$ cat config.mk
export PLATFORM = sky130hd
export DESIGN_NAME = mipsCore
export DESIGN_NICKNAME = d
export VERILOG_FILES = /design/src/common/mipsPkg.sv /design/src/decode/mipsDecoder.sv /design/src/execute/execUnit.sv /design/src/regfile/regFile.sv /design/src/mipsCore.sv /design/src/pcUnit.sv
export VERILOG_INCLUDE_DIRS = /design/src /design/src/common
export SDC_FILE = /design/constraint.sdc
export NUM_CORES = 2
export LEC_CHECK = 0
export BUFFER_PORTS_ARGS = -buffer_cell sky130_fd_sc_hd__buf_2
export CORE_ASPECT_RATIO = 1.75
export CORE_UTILIZATION = 23
export DETAILED_ROUTE_END_ITERATION = 10
export SLEW_MARGIN = 20
export SYNTH_ARGS = -nofsm -noshare
export SYNTH_HDL_FRONTEND = slang
export SYNTH_HIERARCHICAL = 1
export SYNTH_SLANG_ARGS = --single-unit
export TNS_END_PERCENT = 10
$ cat constraint.sdc
create_clock -name clk -period 6.15 [get_ports clk]
set_clock_uncertainty 0.1 [all_clocks]
set_input_delay 0 -clock clk [delete_from_list [all_inputs] [get_ports clk]]
set_output_delay 0 -clock clk [all_outputs]
set_load 0.05 [all_outputs]
$ cat src/common/mips_cfg.svh
`ifndef MIPS_CFG_SVH
`define MIPS_CFG_SVH

// ============================================================
// core sizing
// ============================================================

// data path and address width
`define MIPS_XLEN 32

// register index width, 32 registers
`define MIPS_REG_AW 5

// data memory word address, 128 words
`define MIPS_DMEM_AW 7

// first fetch address after reset
`define MIPS_RESET_PC 32'h0000_0000

`endif

$ cat src/common/mipsPkg.sv
package mipsPkg;

  // ============================================================
  // instruction encodings
  // ============================================================

  // primary opcode, ir[31:26]
  typedef enum logic [5:0] {
    opRtype = 6'h00,
    opJ     = 6'h02,
    opJal   = 6'h03,
    opBeq   = 6'h04,
    opLw    = 6'h23,
    opSw    = 6'h2b
  } opcodeE;

  // function field of r-type, ir[5:0]
  typedef enum logic [5:0] {
    fnAdd = 6'h20,
    fnSub = 6'h22,
    fnAnd = 6'h24,
    fnOr  = 6'h25,
    fnSlt = 6'h2a
  } functE;

  // ============================================================
  // internal control
  // ============================================================

  // alu operation, none marks an illegal encoding
  typedef enum logic [2:0] {
    aluAdd,
    aluSub,
    aluAnd,
    aluOr,
    aluSlt,
    aluNone
  } aluOpE;

  // register write-back source
  typedef enum logic [1:0] {
    wbAlu,
    wbMem,
    wbLink
  } wbSelE;

endpackage

$ cat src/decode/mipsDecoder.sv
`include "mips_cfg.svh"

module mipsDecoder (
  input  logic                    rst,
  input  logic [`MIPS_XLEN-1:0]   ir,
  output logic [`MIPS_REG_AW-1:0] rsIdx,
  output logic [`MIPS_REG_AW-1:0] rtIdx,
  output logic [`MIPS_REG_AW-1:0] wrIdx,
  output logic                    regWrite,
  output logic                    wen,
  output mipsPkg::aluOpE          aluOp,
  output logic                    immSel,
  output logic [`MIPS_XLEN-1:0]   imm,
  output mipsPkg::wbSelE          wbSel,
  output logic                    branch,
  output logic                    jump,
  output logic [25:0]             jumpIndex
);

  mipsPkg::opcodeE         opcode;
  mipsPkg::functE          funct;
  logic [`MIPS_REG_AW-1:0] rd;

  // ============================================================
  // field split
  // ============================================================
  assign opcode    = mipsPkg::opcodeE'(ir[31:26]);
  assign funct     = mipsPkg::functE'(ir[5:0]);
  assign rsIdx     = ir[25:21];
  assign rtIdx     = ir[20:16];
  assign rd        = ir[15:11];
  assign jumpIndex = ir[25:0];
  // sign extend the 16-bit immediate
  assign imm       = {{(`MIPS_XLEN-16){ir[15]}}, ir[15:0]};

  // ============================================================
  // main and alu control
  // ============================================================
  always_comb begin
    // defaults match an unknown opcode, nothing written
    regWrite = 1'b0;
    wen      = 1'b1;
    aluOp    = mipsPkg::aluNone;
    immSel   = 1'b0;
    // link source keeps aluNone off the alu write-back path
    wbSel    = mipsPkg::wbLink;
    branch   = 1'b0;
    jump     = 1'b0;
    wrIdx    = rd;
    case (opcode)
      mipsPkg::opRtype: begin
        wbSel = mipsPkg::wbAlu;
        case (funct)
          mipsPkg::fnAdd: aluOp = mipsPkg::aluAdd;
          mipsPkg::fnSub: aluOp = mipsPkg::aluSub;
          mipsPkg::fnAnd: aluOp = mipsPkg::aluAnd;
          mipsPkg::fnOr:  aluOp = mipsPkg::aluOr;
          mipsPkg::fnSlt: aluOp = mipsPkg::aluSlt;
          default:        wbSel = mipsPkg::wbLink;
        endcase
        regWrite = (aluOp != mipsPkg::aluNone);
      end
      mipsPkg::opLw: begin
        // address = rs + imm, result into rt
        aluOp    = mipsPkg::aluAdd;
        immSel   = 1'b1;
        wbSel    = mipsPkg::wbMem;
        wrIdx    = rtIdx;
        regWrite = 1'b1;
      end
      mipsPkg::opSw: begin
        aluOp  = mipsPkg::aluAdd;
        immSel = 1'b1;
        wen    = 1'b0;
      end
      mipsPkg::opBeq: begin
        // rs - rt, zero flag decides
        aluOp  = mipsPkg::aluSub;
        branch = 1'b1;
      end
      mipsPkg::opJ: jump = 1'b1;
      mipsPkg::opJal: begin
        // pc + 8 into r31
        jump     = 1'b1;
        wrIdx    = '1;
        regWrite = 1'b1;
      end
      default: ;
    endcase
    // no writes of either kind during reset
    if (!rst) begin
      regWrite = 1'b0;
      wen      = 1'b1;
    end
  end

  // only a store may pull the memory write enable
  always_comb begin
    assert final (wen || opcode == mipsPkg::opSw);
  end

endmodule

$ cat src/execute/execUnit.sv
`include "mips_cfg.svh"

module execUnit (
  input  logic [`MIPS_XLEN-1:0] rsData,
  input  logic [`MIPS_XLEN-1:0] rtData,
  input  logic [`MIPS_XLEN-1:0] imm,
  input  mipsPkg::aluOpE        aluOp,
  input  logic                  immSel,
  input  mipsPkg::wbSelE        wbSel,
  input  logic [`MIPS_XLEN-1:0] memRdata,
  input  logic [`MIPS_XLEN-1:0] linkAddr,
  output logic [`MIPS_XLEN-1:0] aluResult,
  output logic                  zero,
  output logic [`MIPS_XLEN-1:0] wbData
);

  logic [`MIPS_XLEN-1:0] opB;
  logic                  lessThan;

  // ============================================================
  // alu
  // ============================================================
  // second operand, rt or immediate
  assign opB = immSel ? imm : rtData;

  // signed compare for slt
  assign lessThan = $signed(rsData) < $signed(opB);

  always_comb begin
    case (aluOp)
      mipsPkg::aluAdd: aluResult = rsData + opB;
      mipsPkg::aluSub: aluResult = rsData - opB;
      mipsPkg::aluAnd: aluResult = rsData & opB;
      mipsPkg::aluOr:  aluResult = rsData | opB;
      mipsPkg::aluSlt: aluResult = {{(`MIPS_XLEN-1){1'b0}}, lessThan};
      default:         aluResult = '0;
    endcase
  end

  // zero flag for every operation, only beq uses it
  assign zero = (aluResult == '0);

  // ============================================================
  // write-back select
  // ============================================================
  always_comb begin
    case (wbSel)
      mipsPkg::wbMem:  wbData = memRdata;
      mipsPkg::wbLink: wbData = linkAddr;
      default:         wbData = aluResult;
    endcase
  end

  // an illegal op must not feed the register file through the alu
  always_comb begin
    assert final (!(aluOp == mipsPkg::aluNone && wbSel == mipsPkg::wbAlu));
  end

endmodule

$ cat src/regfile/regFile.sv
`include "mips_cfg.svh"

module regFile (
  input  logic                    clk,
  input  logic                    rst,
  input  logic [`MIPS_REG_AW-1:0] rsIdx,
  input  logic [`MIPS_REG_AW-1:0] rtIdx,
  input  logic [`MIPS_REG_AW-1:0] wrIdx,
  input  logic                    regWrite,
  input  logic [`MIPS_XLEN-1:0]   wrData,
  output logic [`MIPS_XLEN-1:0]   rsData,
  output logic [`MIPS_XLEN-1:0]   rtData
);

  localparam int NumRegs = 1 << `MIPS_REG_AW;

  logic [`MIPS_XLEN-1:0] regs [NumRegs];

  // ============================================================
  // write port
  // ============================================================
  // whole file cleared on reset, r0 never written
  always_ff @(posedge clk or negedge rst) begin
    if (!rst) begin
      for (int i = 0; i < NumRegs; i++) begin
        regs[i] <= '0;
      end
    end else if (regWrite && wrIdx != '0) begin
      regs[wrIdx] <= wrData;
    end
  end

  // ============================================================
  // read ports
  // ============================================================
  // combinational, r0 stays zero from reset on
  assign rsData = regs[rsIdx];
  assign rtData = regs[rtIdx];

  // r0 reads back zero even after a write to it
  assert property (@(posedge clk) disable iff (!rst)
    (rsIdx == '0) |-> (rsData == '0));

endmodule

$ cat src/mipsCore.sv
`include "mips_cfg.svh"

module mipsCore (
  input  logic                      clk,
  input  logic                      rst,
  // instruction fetch
  input  logic [`MIPS_XLEN-1:0]     ir,
  output logic [`MIPS_XLEN-1:0]     irAddr,
  // data memory, word addressed
  input  logic [`MIPS_XLEN-1:0]     memRdata,
  output logic [`MIPS_DMEM_AW-1:0]  memAddr,
  output logic [`MIPS_XLEN-1:0]     memWdata,
  output logic                      wen,
  // value on the register write port
  output logic [`MIPS_XLEN-1:0]     rfWriteData
);

  // ============================================================
  // decoder outputs
  // ============================================================
  logic [`MIPS_REG_AW-1:0] rsIdx;
  logic [`MIPS_REG_AW-1:0] rtIdx;
  logic [`MIPS_REG_AW-1:0] wrIdx;
  logic                    regWrite;
  mipsPkg::aluOpE          aluOp;
  logic                    immSel;
  logic [`MIPS_XLEN-1:0]   imm;
  mipsPkg::wbSelE          wbSel;
  logic                    branch;
  logic                    jump;
  logic [25:0]             jumpIndex;

  // register file, execute and pc results
  logic [`MIPS_XLEN-1:0]   rsData;
  logic [`MIPS_XLEN-1:0]   rtData;
  logic [`MIPS_XLEN-1:0]   aluResult;
  logic [`MIPS_XLEN-1:0]   linkAddr;
  logic                    zero;

  mipsDecoder uDecoder (
    .rst(rst), .ir(ir), .rsIdx(rsIdx), .rtIdx(rtIdx), .wrIdx(wrIdx),
    .regWrite(regWrite), .wen(wen), .aluOp(aluOp), .immSel(immSel), .imm(imm),
    .wbSel(wbSel), .branch(branch), .jump(jump), .jumpIndex(jumpIndex)
  );

  regFile uRegFile (
    .clk(clk), .rst(rst), .rsIdx(rsIdx), .rtIdx(rtIdx), .wrIdx(wrIdx),
    .regWrite(regWrite), .wrData(rfWriteData), .rsData(rsData), .rtData(rtData)
  );

  execUnit uExec (
    .rsData(rsData), .rtData(rtData), .imm(imm), .aluOp(aluOp), .immSel(immSel),
    .wbSel(wbSel), .memRdata(memRdata), .linkAddr(linkAddr),
    .aluResult(aluResult), .zero(zero), .wbData(rfWriteData)
  );

  pcUnit uPc (
    .clk(clk), .rst(rst), .branch(branch), .jump(jump), .zero(zero),
    .imm(imm), .jumpIndex(jumpIndex), .pc(irAddr), .linkAddr(linkAddr)
  );

  // byte address to word address
  assign memAddr  = aluResult[`MIPS_DMEM_AW+1:2];
  // store data is always rt
  assign memWdata = rtData;

endmodule

$ cat src/pcUnit.sv
`include "mips_cfg.svh"

module pcUnit (
  input  logic                  clk,
  input  logic                  rst,
  input  logic                  branch,
  input  logic                  jump,
  input  logic                  zero,
  input  logic [`MIPS_XLEN-1:0] imm,
  input  logic [25:0]           jumpIndex,
  output logic [`MIPS_XLEN-1:0] pc,
  output logic [`MIPS_XLEN-1:0] linkAddr
);

  localparam int Xlen = `MIPS_XLEN;

  logic [Xlen-1:0] pcPlus4;
  logic [Xlen-1:0] branchTarget;
  logic [Xlen-1:0] jumpTarget;
  logic [Xlen-1:0] pcNext;

  // ============================================================
  // next pc
  // ============================================================
  assign pcPlus4      = pc + Xlen'(4);
  assign branchTarget = pcPlus4 + {imm[Xlen-3:0], 2'b00};
  // region bits from pc + 4, then index, word aligned
  assign jumpTarget   = {pcPlus4[Xlen-1:Xlen-4], jumpIndex, 2'b00};
  // jal link value
  assign linkAddr     = pc + Xlen'(8);

  always_comb begin
    if (jump) begin
      pcNext = jumpTarget;
    end else if (branch && zero) begin
      pcNext = branchTarget;
    end else begin
      pcNext = pcPlus4;
    end
  end

  always_ff @(posedge clk or negedge rst) begin
    if (!rst) begin
      pc <= `MIPS_RESET_PC;
    end else begin
      pc <= pcNext;
    end
  end

  assert property (@(posedge clk) disable iff (!rst) pc[1:0] == 2'b00);

endmodule

==> flow_summary.json <==
{
  "cts_num_sinks": 1054,
  "cts_max_path_buffers": 3,
  "synthesis.area_um2": 67350,
  "numCtsBuffers": 92,
  "area_growth_pct": 18.54,
  "maxSlewViolCount": 3,
  "cts_tree": "built",
  "grt_max_degree": 185,
  "drive_gt1_frac": 0.3141,
  "layout.cells.most_common": "mux2i_1",
  "io_buffer_count": 167,
  "clk_pin_slew_ns": 0.07,
  "utilization": 0.2743,
  "via_count": 54030,
  "wl_per_cell_um": 25.55,
  "syn_area_per_cell_um2": 10.81,
  "drtIter0Drc": 4102,
  "place_hpwl_um": 180600,
  "peakVddDrop_mv": 0.2388,
  "htreeDepth": 3,
  "p_leak_nw": 38.13,
  "avgViaCountPerCell": 5.171,
  "final-setup-viol-count": 0,
  "slew_headroom": -0.3982,
  "antenna_found_initial": 8,
  "cp.required_ns": 6.65,
  "finalWorstSetupSlack_ns": 0.05462,
  "die_w_um": 411.1,
  "tightest_slew_ns": 2.097,
  "hold_violations": 0,
  "worstSetupStartpointType": "flop",
  "rsz0062_at_grt": "yes",
  "min_path_type": "input port to flop",
  "drt-pass1-iter-count": 6,
  "fmax_mhz": 164.1,
  "p_per_area_nw_per_um2": 251.9,
  "nFillCells": 30260,
  "post-route-drc-count": 0,
  "dp_slack_ns": -0.7593,
  "drt_wl_total_um": 267000,
  "floorplan.rows": 262,
  "p_total_mw": 20.11,
  "die_h_um": 717.8,
  "final_cell_mix": "mux2i_1, dfrtp_1, mux2_2",
  "ant_nets": 0,
  "synthCells": 6229,
  "cts_root_buffer": "clkbuf_16",
  "criticalPathCategory": "flop to flop",
  "cp_max_fo": 22,
  "first_global_vias": 56190,
  "ys_warn_count": 6,
  "grt_overflow": 0,
  "ios": 170,
  "grt_pass1_wl_um": 383400,
  "violations": "max-capacitance violations, max-slew violations",
  "die-area_um2": 295100,
  "coreArea_um2": 291100,
  "place.gp.congestion": 0.9430,
  "worstSkewPairLatency_ns": 0.74,
  "worstPathArrival_ns": 6.60,
  "outcome": "complete, but fails checks",
  "post-route-period-util": 0.9911,
  "cap_viol_max_count": 1,
  "final_nets": 6755,
  "final.min_clock_period_ns": 6.095,
  "grtUsageTotal": 0.1739,
  "start_util": 0.2314,
  "endpoint_kind": "flop"
}
==> where the power goes <==
part / internal [mW] / switching, mW
combinational: 2.20 / 4.26
clock: 3.35 / 2.96
sequential: 7.11 / 0.238
==> flip-flops by register name, summed over array words and instances, names as in the netlist <==
signal	flops
uPc/pc	30
uRegFile/regs	1024
==> worst paths after layout <==
path                                    start                 end  slack, ns  cells past startpoint
max                        uRegFile/regs[931]           uPc/pc[2]       0.05                     24
min                              memRdata[26]  uRegFile/regs[602]       0.03                      5
max reg2reg                uRegFile/regs[931]           uPc/pc[2]       0.05                     24
min reg2reg                uRegFile/regs[997]  uRegFile/regs[997]       0.30                      0
max in group asynchronous                 rst  uRegFile/regs[940]       3.15                      7
min in group asynchronous                 rst  uRegFile/regs[368]       0.43                      4
==> metal layers <==
metal | part of all wire | wire (um) | global-route usage
met5 | 0.000026 | 7 | 0
met4 | 0.081 | 21750 | 0.1256
met3 | 0.056 | 14840 | 0.02448
met2 | 0.50 | 132200 | 0.3052
met1 | 0.37 | 98190 | 0.1902
==> stage by stage <==
stage | cells | TNS [ns] | cell area, um2 | hold WS [ns]
2_1_floorplan | 6232 | 0 | 67360 | -0.3956
3_3_place_gp | 10220 | -21.01 | 75670 | -0.1181
3_5_place_dp | 10220 | -14.27 | 75730 | -0.1118
4_1_cts | 10430 | 0 | 79520 | 0.0001470
5_1_grt | 10450 | -0.05078 | 79830 | 0.05284
6_report | 10450 | 0 | 79840 | 0.02773
==> worst max-delay path, cell delays in order, from the launching register on <==
cell and delay (ns):
dfrtp_1 0.40, mux2i_1 0.17, a22o_1 0.16, nor3_1 0.05
a31oi_1 0.35, nand3_2 0.32, mux2i_2 0.37, ha_1 0.33
nor2_1 0.18, o311ai_1 0.17, a2111oi_1 0.55, a211o_1 0.37
o21ai_2 0.17, a211oi_1 0.29, o31ai_1 0.12, xnor2_1 0.13
a2bb2oi_1 0.35, nand4_1 0.17, nor4_2 0.20, buf_4 0.17
nand2_2 0.09, buf_6 0.25, nor2_1 0.12, a21oi_1 0.06
mux2_2 0.28
==> cell type report <==
class	count	area, um2	share of cell area
Clock buffer	123	2579	0.03230
Sequential cell	1054	26380	0.3304
Inverter	109	409.1	0.005125
Tap cell	3828	4790	0.05999
Clock inverter	48	621.8	0.007789
Multi-Input combinational cell	4442	37730	0.4726
Antenna cell	5	12.51	0.0001567
Timing Repair Buffer	839	7320	0.09168
==> repair_timing <==
| item | 4_1_cts | 5_1_grt |
|---|---|---|
| endpoints found under the hold margin | 475 | 0 |
| pin swaps | 1 | 13 |
| endpoints found under the setup margin | 36 | 37 |
| resized for setup | 23 | 27 |
| gates cloned | 0 | 2 |
| setup buffers | 1 | 4 |
| hold buffers | 45 | 0 |
Power figures use the tool's default switching activity.
